[config.mk]
export PLATFORM = sky130hd
export DESIGN_NAME = packet_relay_top
export DESIGN_NICKNAME = d
export VERILOG_FILES = /design/src/hw/buffer_pkg.sv /design/src/hw/rmii_pkg.sv /design/src/hw/packet_buffer_ram.sv /design/src/hw/packet_queue_ctrl.sv /design/src/hw/stream_from_memory.sv /design/src/hw/rmii_tx.sv /design/src/hw/packet_relay_top.sv
export VERILOG_INCLUDE_DIRS = /design/src /design/src/hw
export SDC_FILE = /design/constraint.sdc
export NUM_CORES = 1
export LEC_CHECK = 0
export BUFFER_PORTS_ARGS = -buffer_cell sky130_fd_sc_hd__buf_2
export CORE_UTILIZATION = 25
export DETAILED_ROUTE_END_ITERATION = 8
export SETUP_SLACK_MARGIN = 0.05
export SYNTH_ARGS = -nofsm -noshare
export SYNTH_HDL_FRONTEND = slang
export SYNTH_SLANG_ARGS = --single-unit
export TNS_END_PERCENT = 20
[constraint.sdc]
create_clock -name clk -period 2.7 [get_ports clk]
set_input_delay 0 -clock clk [delete_from_list [all_inputs] [get_ports clk]]
set_output_delay 0 -clock clk [all_outputs]
set_load 0.05 [all_outputs]
[src/hw/relay_config.svh]
// Packet relay build constants included by the RTL packages, modules and the testbench
`ifndef RELAY_CONFIG_SVH
`define RELAY_CONFIG_SVH

// Payload bytes per packet as a power of two
`define PKT_LEN 16

// Packet buffer size in bytes giving four slots of PKT_LEN
`define PB_SIZE 64

// Cycles without an input byte before a partial packet is discarded
`define RX_IDLE_CYCLES 200

// Ethernet preamble bytes sent ahead of the start-of-frame delimiter
`define PREAMBLE_LEN 7

// Preamble and delimiter byte values
`define PREAMBLE_BYTE 8'h55
`define SFD_BYTE 8'hD5

`endif

[src/hw/buffer_pkg.sv]
// Types for packet buffer addressing and data imported by the buffer and queue logic
`include "relay_config.svh"

package buffer_pkg;

	// Byte address into the packet buffer
	typedef logic [$clog2(`PB_SIZE)-1:0] pb_addr_t;

	// Queue slot index that forms the upper part of a buffer address
	typedef logic [$clog2(`PB_SIZE / `PKT_LEN)-1:0] slot_t;

	// Byte position inside a packet that forms the lower part of a buffer address
	typedef logic [$clog2(`PKT_LEN)-1:0] byte_cnt_t;

	// One data byte
	typedef logic [7:0] byte_t;

endpackage

[src/hw/rmii_pkg.sv]
// Types for the RMII transmit side imported by the transmitter and the testbench
package rmii_pkg;

	// One RMII transmit symbol carrying two bits per clock
	typedef logic [1:0] dibit_t;

	// Transmitter frame phases
	typedef enum logic [1:0] {
		TX_IDLE,
		TX_PREAMBLE,
		TX_SFD,
		TX_PAYLOAD
	} tx_state_t;

endpackage

[src/hw/packet_buffer_ram.sv]
// Byte-wide packet buffer with one write port and one registered read port
`timescale 1ns/1ps
`include "relay_config.svh"

module packet_buffer_ram
	import buffer_pkg::*;
(
	input  logic     clk,
	input  logic     we,
	input  pb_addr_t waddr,
	input  byte_t    wdata,
	input  logic     re,
	input  pb_addr_t raddr,
	output byte_t    rdata,
	output logic     rvalid
);

	byte_t mem [`PB_SIZE];

	always_ff @(posedge clk) begin
		if (we)
			mem[waddr] <= wdata;
	end

	// Read data and its strobe arrive together one cycle after re
	always_ff @(posedge clk) begin
		if (re)
			rdata <= mem[raddr];
		rvalid <= re;
	end

	// Reads only ever target bytes that a packet has already written
	a_rvalid_follows_re: assert property (@(posedge clk)
		re |=> rvalid && !$isunknown(rdata));

endmodule

[src/hw/packet_queue_ctrl.sv]
// Queue writer and scheduler that fills buffer slots from input bytes and launches frames
`timescale 1ns/1ps
`include "relay_config.svh"

module packet_queue_ctrl
	import buffer_pkg::*;
(
	input  logic     clk,
	input  logic     rst,
	input  logic     rx_valid,
	input  byte_t    rx_byte,
	output logic     we,
	output pb_addr_t waddr,
	output byte_t    wdata,
	output logic     tx_start,
	output pb_addr_t tx_base,
	input  logic     tx_done
);

	localparam int IDLE_W = $clog2(`RX_IDLE_CYCLES);
	localparam byte_cnt_t LAST_BYTE = byte_cnt_t'(`PKT_LEN - 1);

	byte_cnt_t         byte_cnt;
	logic [IDLE_W-1:0] idle_cnt;
	slot_t             tail;
	slot_t             head;
	slot_t             tail_next;
	logic              idle_expired;
	logic              busy;

	assign tail_next = tail + 1'b1;
	assign idle_expired = idle_cnt == IDLE_W'(`RX_IDLE_CYCLES - 1);

	// Bytes go straight into the tail slot
	assign we = rx_valid;
	assign waddr = {tail, byte_cnt};
	assign wdata = rx_byte;
	assign tx_base = {head, byte_cnt_t'(0)};

	always_ff @(posedge clk) begin
		if (rst) begin
			byte_cnt <= '0;
			idle_cnt <= '0;
			tail <= '0;
		end else if (rx_valid) begin
			idle_cnt <= '0;
			if (byte_cnt == LAST_BYTE) begin
				byte_cnt <= '0;
				// Full queue keeps the tail, so the packet is dropped
				if (tail_next != head)
					tail <= tail_next;
			end else begin
				byte_cnt <= byte_cnt + 1'b1;
			end
		end else if (idle_expired) begin
			// Sender went quiet and the partial packet is thrown away
			byte_cnt <= '0;
		end else begin
			idle_cnt <= idle_cnt + 1'b1;
		end
	end

	// Oldest slot goes first with one frame in flight at a time
	always_ff @(posedge clk) begin
		if (rst) begin
			tx_start <= 1'b0;
			busy <= 1'b0;
			head <= '0;
		end else if (tx_start) begin
			tx_start <= 1'b0;
			busy <= 1'b1;
		end else if (busy && tx_done) begin
			busy <= 1'b0;
			head <= head + 1'b1;
		end else if (!busy && head != tail) begin
			tx_start <= 1'b1;
		end
	end

	a_head_behind_tail: assert property (@(posedge clk) disable iff (rst)
		busy && tx_done |-> head != tail);

	// Transmitter only reports the end of a frame that this block launched
	a_done_while_busy: assert property (@(posedge clk) disable iff (rst)
		tx_done |-> busy);

endmodule

[src/hw/stream_from_memory.sv]
// Prefetches one packet's bytes from the buffer into a holding register for the transmitter
`timescale 1ns/1ps
`include "relay_config.svh"

module stream_from_memory
	import buffer_pkg::*;
(
	input  logic     clk,
	input  logic     rst,
	input  logic     start,
	input  pb_addr_t base,
	output logic     re,
	output pb_addr_t raddr,
	input  byte_t    rdata,
	input  logic     rvalid,
	output byte_t    byte_out,
	output logic     byte_ready,
	input  logic     byte_take
);

	localparam byte_cnt_t LAST_BYTE = byte_cnt_t'(`PKT_LEN - 1);

	slot_t     rd_slot;
	byte_cnt_t rd_cnt;
	logic      active;
	logic      rd_pend;

	// First read goes out with start, each later one with a take
	assign re = start || (byte_take && active);
	assign raddr = start ? base : {rd_slot, rd_cnt};

	always_ff @(posedge clk) begin
		if (rst) begin
			active <= 1'b0;
			rd_pend <= 1'b0;
			byte_ready <= 1'b0;
		end else begin
			rd_pend <= re;
			if (start) begin
				active <= 1'b1;
				rd_slot <= base[$bits(pb_addr_t)-1 -: $bits(slot_t)];
				rd_cnt <= byte_cnt_t'(1);
				byte_ready <= 1'b0;
			end else begin
				if (byte_take && active) begin
					rd_cnt <= rd_cnt + 1'b1;
					// Last byte of the slot has been requested
					if (rd_cnt == LAST_BYTE)
						active <= 1'b0;
				end
				// Ignore a read that was in flight across reset
				if (rvalid && rd_pend)
					byte_ready <= 1'b1;
				else if (byte_take)
					byte_ready <= 1'b0;
			end
		end
	end

	// Holding register
	always_ff @(posedge clk) begin
		if (rvalid)
			byte_out <= rdata;
	end

	a_take_when_ready: assert property (@(posedge clk) disable iff (rst)
		byte_take |-> byte_ready ##1 !byte_ready);

endmodule

[src/hw/rmii_tx.sv]
// RMII transmitter sending preamble, delimiter and payload as dibits framed by tx_en
`timescale 1ns/1ps
`include "relay_config.svh"

module rmii_tx
	import buffer_pkg::*;
	import rmii_pkg::*;
(
	input  logic   clk,
	input  logic   rst,
	input  logic   start,
	input  byte_t  byte_in,
	input  logic   byte_ready,
	output logic   byte_take,
	output logic   tx_en,
	output dibit_t tx_d,
	output logic   done
);

	localparam byte_cnt_t LAST_PREAMBLE = byte_cnt_t'(`PREAMBLE_LEN - 1);
	localparam byte_cnt_t LAST_PAYLOAD = byte_cnt_t'(`PKT_LEN - 1);

	tx_state_t  state;
	byte_t      shift;
	logic [1:0] dibit_cnt;
	byte_cnt_t  byte_pos;
	logic       last_dibit;

	assign last_dibit = dibit_cnt == 2'd3;

	// Next payload byte is loaded as the current byte finishes
	assign byte_take = last_dibit &&
		(state == TX_SFD || (state == TX_PAYLOAD && byte_pos != LAST_PAYLOAD));

	always_ff @(posedge clk) begin
		if (rst) begin
			state <= TX_IDLE;
			tx_en <= 1'b0;
			tx_d <= '0;
			done <= 1'b0;
			dibit_cnt <= '0;
			byte_pos <= '0;
		end else begin
			done <= 1'b0;
			tx_en <= state != TX_IDLE;
			tx_d <= (state != TX_IDLE) ? shift[1:0] : 2'b00;
			if (state != TX_IDLE) begin
				// LSB dibit first
				shift <= shift >> 2;
				dibit_cnt <= dibit_cnt + 1'b1;
			end
			case (state)
				TX_IDLE: begin
					if (start) begin
						state <= TX_PREAMBLE;
						shift <= `PREAMBLE_BYTE;
						dibit_cnt <= '0;
						byte_pos <= '0;
					end
				end
				TX_PREAMBLE: begin
					if (last_dibit) begin
						if (byte_pos == LAST_PREAMBLE) begin
							state <= TX_SFD;
							shift <= `SFD_BYTE;
							byte_pos <= '0;
						end else begin
							shift <= `PREAMBLE_BYTE;
							byte_pos <= byte_pos + 1'b1;
						end
					end
				end
				TX_SFD: begin
					if (last_dibit) begin
						state <= TX_PAYLOAD;
						shift <= byte_in;
						byte_pos <= '0;
					end
				end
				TX_PAYLOAD: begin
					if (last_dibit) begin
						if (byte_pos == LAST_PAYLOAD) begin
							state <= TX_IDLE;
							done <= 1'b1;
						end else begin
							shift <= byte_in;
							byte_pos <= byte_pos + 1'b1;
						end
					end
				end
				default: state <= TX_IDLE;
			endcase
		end
	end

	a_payload_ready: assert property (@(posedge clk) disable iff (rst)
		(state == TX_SFD || state == TX_PAYLOAD) && byte_take |-> byte_ready);

endmodule

[src/hw/packet_relay_top.sv]
// Packet relay top level joining the buffer, queue control, streamer and RMII transmitter
`timescale 1ns/1ps

module packet_relay_top
	import buffer_pkg::*;
	import rmii_pkg::*;
(
	input  logic   clk,
	input  logic   rst,
	input  logic   rx_valid,
	input  byte_t  rx_byte,
	output logic   tx_en,
	output dibit_t tx_d
);

	// Buffer write side
	logic     ram_we;
	pb_addr_t ram_waddr;
	byte_t    ram_wdata;

	// Buffer read side
	logic     ram_re;
	pb_addr_t ram_raddr;
	byte_t    ram_rdata;
	logic     ram_rvalid;

	// Frame control
	logic     tx_start;
	pb_addr_t tx_base;
	logic     tx_done;

	// Payload hand-over to the transmitter
	byte_t    byte_out;
	logic     byte_ready;
	logic     byte_take;

	packet_buffer_ram ram_i (
		.clk(clk), .we(ram_we), .waddr(ram_waddr), .wdata(ram_wdata),
		.re(ram_re), .raddr(ram_raddr), .rdata(ram_rdata), .rvalid(ram_rvalid)
	);

	packet_queue_ctrl queue_i (
		.clk(clk), .rst(rst), .rx_valid(rx_valid), .rx_byte(rx_byte),
		.we(ram_we), .waddr(ram_waddr), .wdata(ram_wdata),
		.tx_start(tx_start), .tx_base(tx_base), .tx_done(tx_done)
	);

	stream_from_memory stream_i (
		.clk(clk), .rst(rst), .start(tx_start), .base(tx_base),
		.re(ram_re), .raddr(ram_raddr), .rdata(ram_rdata), .rvalid(ram_rvalid),
		.byte_out(byte_out), .byte_ready(byte_ready), .byte_take(byte_take)
	);

	rmii_tx tx_i (
		.clk(clk), .rst(rst), .start(tx_start),
		.byte_in(byte_out), .byte_ready(byte_ready), .byte_take(byte_take),
		.tx_en(tx_en), .tx_d(tx_d), .done(tx_done)
	);

endmodule

Word-level counts from Yosys, hierarchy flattened --
Memories as Yosys holds them, arrays and structs flattened. A register that Yosys moved wholly into a read port is not among the register bits. Cells that the tools add are included.
Storage, ports and cells: word-level logic and storage cells 114, output and inout port bits 3, memories 1, flip-flop bits (word level) 54, memory bits (writable) 512, bits of input ports 11
Memory list:
- ram_i.mem | words 64, width 8, rd ports 1, clocked after Yosys merged registers in 1, write ports 1, RTL line packet_buffer_ram.sv:18 | byte_t mem [`PB_SIZE];
Operators by class: add/subtract/negate cells 7, reductions and logical operators 25, mux-type cells 39, bitwise logic cells 5, equality and inequality tests 19
Operator list (count):
- two-way mux 8 bit | 7
- two-way mux 4 bit | 10
- one-hot mux 8 bit (4 select lines) | 1
- two-way mux 2 bit | 9
- one-hot mux 4 bit (4 select lines) | 1
- adder 4 x 1 -> 4 bit, second input constant | 3
- == test 4 bit, second input constant | 3
- nonzero test 2 bit | 5
- two-way mux 1 bit | 9
- adder 8 x 1 -> 8 bit, second input constant | 1
- == test 8 bit, second input constant | 1
- inequality test 2 x 1 -> 1 bit, second input constant | 4
- one-hot mux 2 bit (4 select lines) | 1
- AND reduction 2 bit | 4
- adder 2 x 1 -> 2 bit, second input constant | 3
- == test 2 bit, second input constant | 3
- two-way mux 6 bit | 1
- inequality test 2 bit, second input constant | 3
- AND reduction 6 bit | 1
- OR reduction 3 bit | 2
- logical AND 1 bit | 5
- NOT 1 bit | 5
- AND reduction 5 bit | 1
- == test 4 x 3 -> 1 bit, second input constant | 1
- other kinds (8) | 11

Logic depth before layout (Yosys ltp) --
depth after elaboration 7, depth in mapped cells 10, depth with buffers taken out 8

By module --
From an unflattened synthesis, not the netlist that was laid out.
Unflattened totals: cell total of the unflattened synthesis 1221, area, all modules 23090.9 um^2
By module, submodules not included:
- packet_buffer_ram | sequential area each 15635.0 um^2, instances 1, cells an instance 941, area an instance 20266.9 um^2
- rmii_tx | sequential area each 480.5 um^2, instances 1, cells an instance 124, area an instance 1191.1 um^2
- packet_queue_ctrl | sequential area each 360.3 um^2, instances 1, cells an instance 111, area an instance 937.1 um^2
- stream_from_memory | sequential area each 480.5 um^2, instances 1, cells an instance 45, area an instance 695.7 um^2

Worst setup path after synthesis --
No wires, ideal clock.
path type reg2reg, from register stream_i.rd_cnt[0], to register ram_i.rdata[1], read port of ram_i.mem, data pin, arrival time 1.892 ns, path buffers 2, library setup time 0.261 ns, required time 2.439 ns, cell stages (with the launch flop) 9, period minus slack after synthesis 2.153 ns, setup slack 0.547 ns, cell sequence edfxtp_1 -> nor2b_1 -> buf_4 -> inv_6 -> buf_6 -> mux4_2 -> nand4_1 -> nand2_1 -> o311a_1
On the way: cells in the longest elaborated chain, start to end 1
RTL lines:
- start, declared | RTL line stream_from_memory.sv:24 | byte_cnt_t rd_cnt;
- start signal, assigned | RTL line stream_from_memory.sv:42 | rd_cnt <= byte_cnt_t'(1);
- start signal, assigned | RTL line stream_from_memory.sv:46 | rd_cnt <= rd_cnt + 1'b1;
- two-way mux 6 bit | RTL line stream_from_memory.sv:30 | assign raddr = start ? base : {rd_slot, rd_cnt};
- end, declared | RTL line packet_buffer_ram.sv:14 | output byte_t rdata,
Every way passes these cells. A chain may end at the register's enable or synchronous reset.

Worst setup path in the final report --
from register stream_i.rd_cnt[3], to register ram_i.rdata[1], read port of ram_i.mem, data pin
Same word-level chain as after synthesis.

==> summary.md <==
| Metric | Value |
|---|---|
| Instance area after placement | 0.02566 mm2 |
| Critical path data arrival time | 2990 ps |
| Total Power | 18.35 mW |
| Antenna cell count | 0 |
| Worst-Skew Late Latency | 640 ps |
| Ratio of routed vias to standard cells | 4.745 |
| Static Leak | 9.148 nW |
| Number of global-route vias before repair | 13574 |
| Post-CTS Setup Bufs | 0 |
| Final worst path period share | 96.37% |
| Routed WL per cell | 20.88 um |
| Status | finished clean |
| Clock root cell | sky130_fd_sc_hd__clkbuf_16 |
| Setup Slack @ Placement | 66.78 ps |
| Worst Path Class, Setup | reg2reg |
| Register bit total from synthesis | 574 |
| Final Hold Fails | 0 |
| Via Count | 13823 |
| Relative max-transition margin | 43.54% |
| Peak per-stage delay on the critical path | 580 ps |
| Dominant register cell in the synthesized netlist | sky130_fd_sc_hd__edfxtp_1 |
| Data required time of the critical path | 3090 ps |
| Port bufs | 13 |
| Number of enable flip-flop cells after synthesis | 542 |
| Syn Area/Cell | 15.52 um2 |
| Bufs on Longest Clock Path | 3 |
| Layout Skew | 37.07 ps |
| HP Class | in2reg |
| Max Fanout on Critical Path | 9 |
| Antenna violations before repair | 3 |
| Share of async-settable or async-resettable flops after synthesis | 0% |
| Crit path buffers/inverters | 1 |
| Final Core Density | 29.99% |
| Highest-count cells in the layout ignoring fill and taps | 542 x sky130_fd_sc_hd__edfxtp_1, 127 x sky130_fd_sc_hd__nand2_1, 124 x sky130_fd_sc_hd__mux2i_1 |
| Gate count after technology mapping | 1502 |
| CP Cell Sequence | nand3b_1 -> buf_4 -> o22ai_1 -> or2_2 -> a221oi_1 -> o21ai_1 -> o311a_1 |
| Endpoint kind of the worst setup timing path | flip-flop |
| Synthesis-to-layout area growth | 18.30% |
| Launching element type of the critical path | flip-flop |
| Synth area leaders | sky130_fd_sc_hd__edfxtp_1 70%, sky130_fd_sc_hd__mux2i_1 5.3%, sky130_fd_sc_hd__dfxtp_1 2.7%, sky130_fd_sc_hd__mux4_2 2.5%, sky130_fd_sc_hd__nand2_1 2.0% |
| Total CTS buffers | 55 |
| Global-route wire length before repair | 88930 um |
| Share of post-route cells with drive strength above 1 | 17.96% |
| Dpl hpwl | 40290 um |
| GRT Resource Usage Total | 12.66% |
| Maximum operating frequency | 384.3 MHz |
| Pin slew with the least headroom to its limit | 843.8 ps |
| MaxCap Viol Count | 0 |
| Total setup violations reported at the end of the flow | 0 |
| Final layout net count | 1654 |
| Worst reg2reg setup slack | 100 ps |
| Core Rows | 111 |
| Setup repair after global routing missed its margin | true |
| Cell family contributing the most delay on the critical path | compound AO/OA/AOI/OAI gates |
| Detailed-router iteration count before antenna repair | 5 |
| TritonCTS clock tree | yes |
| Total gr overflow | 0 |
| Netlist cell types | 64 |
| Slowest cell on crit path | sky130_fd_sc_hd__edfxtp_1 |
| Drt total wl | 60830 um |
| Number of I/O pins | 14 |
| Number of warnings printed during yosys synthesis | 0 |
| Initial cell density of the core | 25.35% |
| Setup TNS | 0 ps |
| Synthesized Nets | 1528 |
| Placer congestion estimate | 0.9577 |
| Number of DRC markers after the initial detailed-route iteration | 1307 |
| Die Ht | 307.3 um |
| DR DRC count | 0 |
| Power density relative to cell area | 665.4 mW/mm2 |
| Cell area after layout | 0.02758 mm2 |
| Maximum vdd ir drop | 476.2 uV |
| CTS HTree Levels | 2 |
| Setup ws final | 98.14 ps |
| Clock transition at the registers of the reported paths | 60 ps |
| Netlist area before placement | 0.02331 mm2 |
| Area of the die | 0.09446 mm2 |
| Number of sinks driven by the clock tree | 574 |
| Commonest non-fill, non-tap cell in the layout | sky130_fd_sc_hd__edfxtp_1 |
| Remaining antenna violation count after routing | 0 |
| Largest net degree at the start of global routing | 65 |
| Sequential element share of the synthesized area | 72.58% |
| Number of pins exceeding their max-slew limit in the final report | 0 |
| Cell type contributing the most total cell area after synthesis | sky130_fd_sc_hd__edfxtp_1 |
| Chip width | 307.3 um |
| Area inside the core boundary | 0.09194 mm2 |
| Post-synth top area share | 69.83% |
| Final period demand of the worst path | 2602 ps |
[synth_stat cells, types with 21 or more instances]
cell type and count:
sky130_fd_sc_hd__mux4_2 26, sky130_fd_sc_hd__nand2_1 127, sky130_fd_sc_hd__buf_2 28, sky130_fd_sc_hd__edfxtp_1 542, sky130_fd_sc_hd__o21ai_0 43, sky130_fd_sc_hd__a221oi_1 25
sky130_fd_sc_hd__mux2i_1 124, sky130_fd_sc_hd__nor2_1 111, sky130_fd_sc_hd__nand3_1 35, sky130_fd_sc_hd__a21oi_1 58, sky130_fd_sc_hd__dfxtp_1 32, sky130_fd_sc_hd__mux2_2 22
sky130_fd_sc_hd__o22ai_1 21, sky130_fd_sc_hd__clkbuf_1 32
[registers in the layout (all words and copies together), names as in the netlist]
register	flops
queue_i.busy	1
queue_i.byte_cnt	4
queue_i.head	2
queue_i.idle_cnt	8
queue_i.tail	2
queue_i.tx_start	1
ram_i.mem	512
ram_i.rdata	8
ram_i.rvalid	1
stream_i.active	1
stream_i.byte_out	8
stream_i.rd_cnt	4
stream_i.rd_slot	2
tx_i.byte_pos	4
tx_i.dibit_cnt	2
tx_i.done	1
tx_i.shift	8
tx_i.state	2
tx_i.tx_d	2
tx_i.tx_en	1
[timing repair]
action,4_1_cts,5_1_grt
hold endpoints to repair,241,0
setup endpoints to repair,1,4
pin swaps,0,0
resized for setup,1,3
hold buffers,11,0
[report_power, final]
group          internal [mW]  switching, mW
logic                  0.260          0.537
clock network           4.29           3.32
registers               9.87         0.0661
total                   14.4           3.92
[final timing paths]
path	startpoint	depth (start not counted)	endpoint
worst max-delay path	stream_i.rd_cnt[3]	7	ram_i.rdata[1]
worst min-delay path	rst	3	tx_i.dibit_cnt[0]
worst max register to register	stream_i.rd_cnt[3]	7	ram_i.rdata[1]
worst min register to register	queue_i.busy	2	queue_i.busy
[worst min-delay path, cell delays in order]
cell and delay (ps):
sky130_fd_sc_hd__dlygate4sd3_1 540, sky130_fd_sc_hd__buf_2 270, sky130_fd_sc_hd__nor2_1 140
[metrics by stage]
stage | instances | hold slack, ps
CTS | 2913 | 358.8
finish | 2913 | 366.8
floorplan | 1502 | 98.87
detailed placement | 2803 | 426.3
global route | 2913 | 406.2
global placement | 2803 | 403.5
[cell type report]
cell class | instances | area (um2)
inverter | 13 | 53.80
multi-input combinational | 826 | 5907
clock buffer | 73 | 1495
timing repair buffer | 158 | 1369
tap | 1243 | 1555
sequential | 574 | 16920
fill | 9141 | 64370
clock inverter | 26 | 277.8
[metal layers]
metal | track usage [%] | wire length (um) | vias up
li1 | - | - | 6124
met1 | 17.18 | 25950 | 7035
met2 | 20.26 | 28320 | 558
met3 | 2.457 | 4841 | 106
met4 | 4.154 | 1710 | 0
met5 | 0 | 0 | -
[cells by family after synthesis]
logic type | share of synthesized area, %
flops | 72.58
mux | 8.900
simple gates | 6.887
buf+inv | 2.222
compound gates | 7.934
xor+xnor | 0.6764
fa+ha+maj | 0.8052
Note: power is estimated with default switching activity, not from simulation.
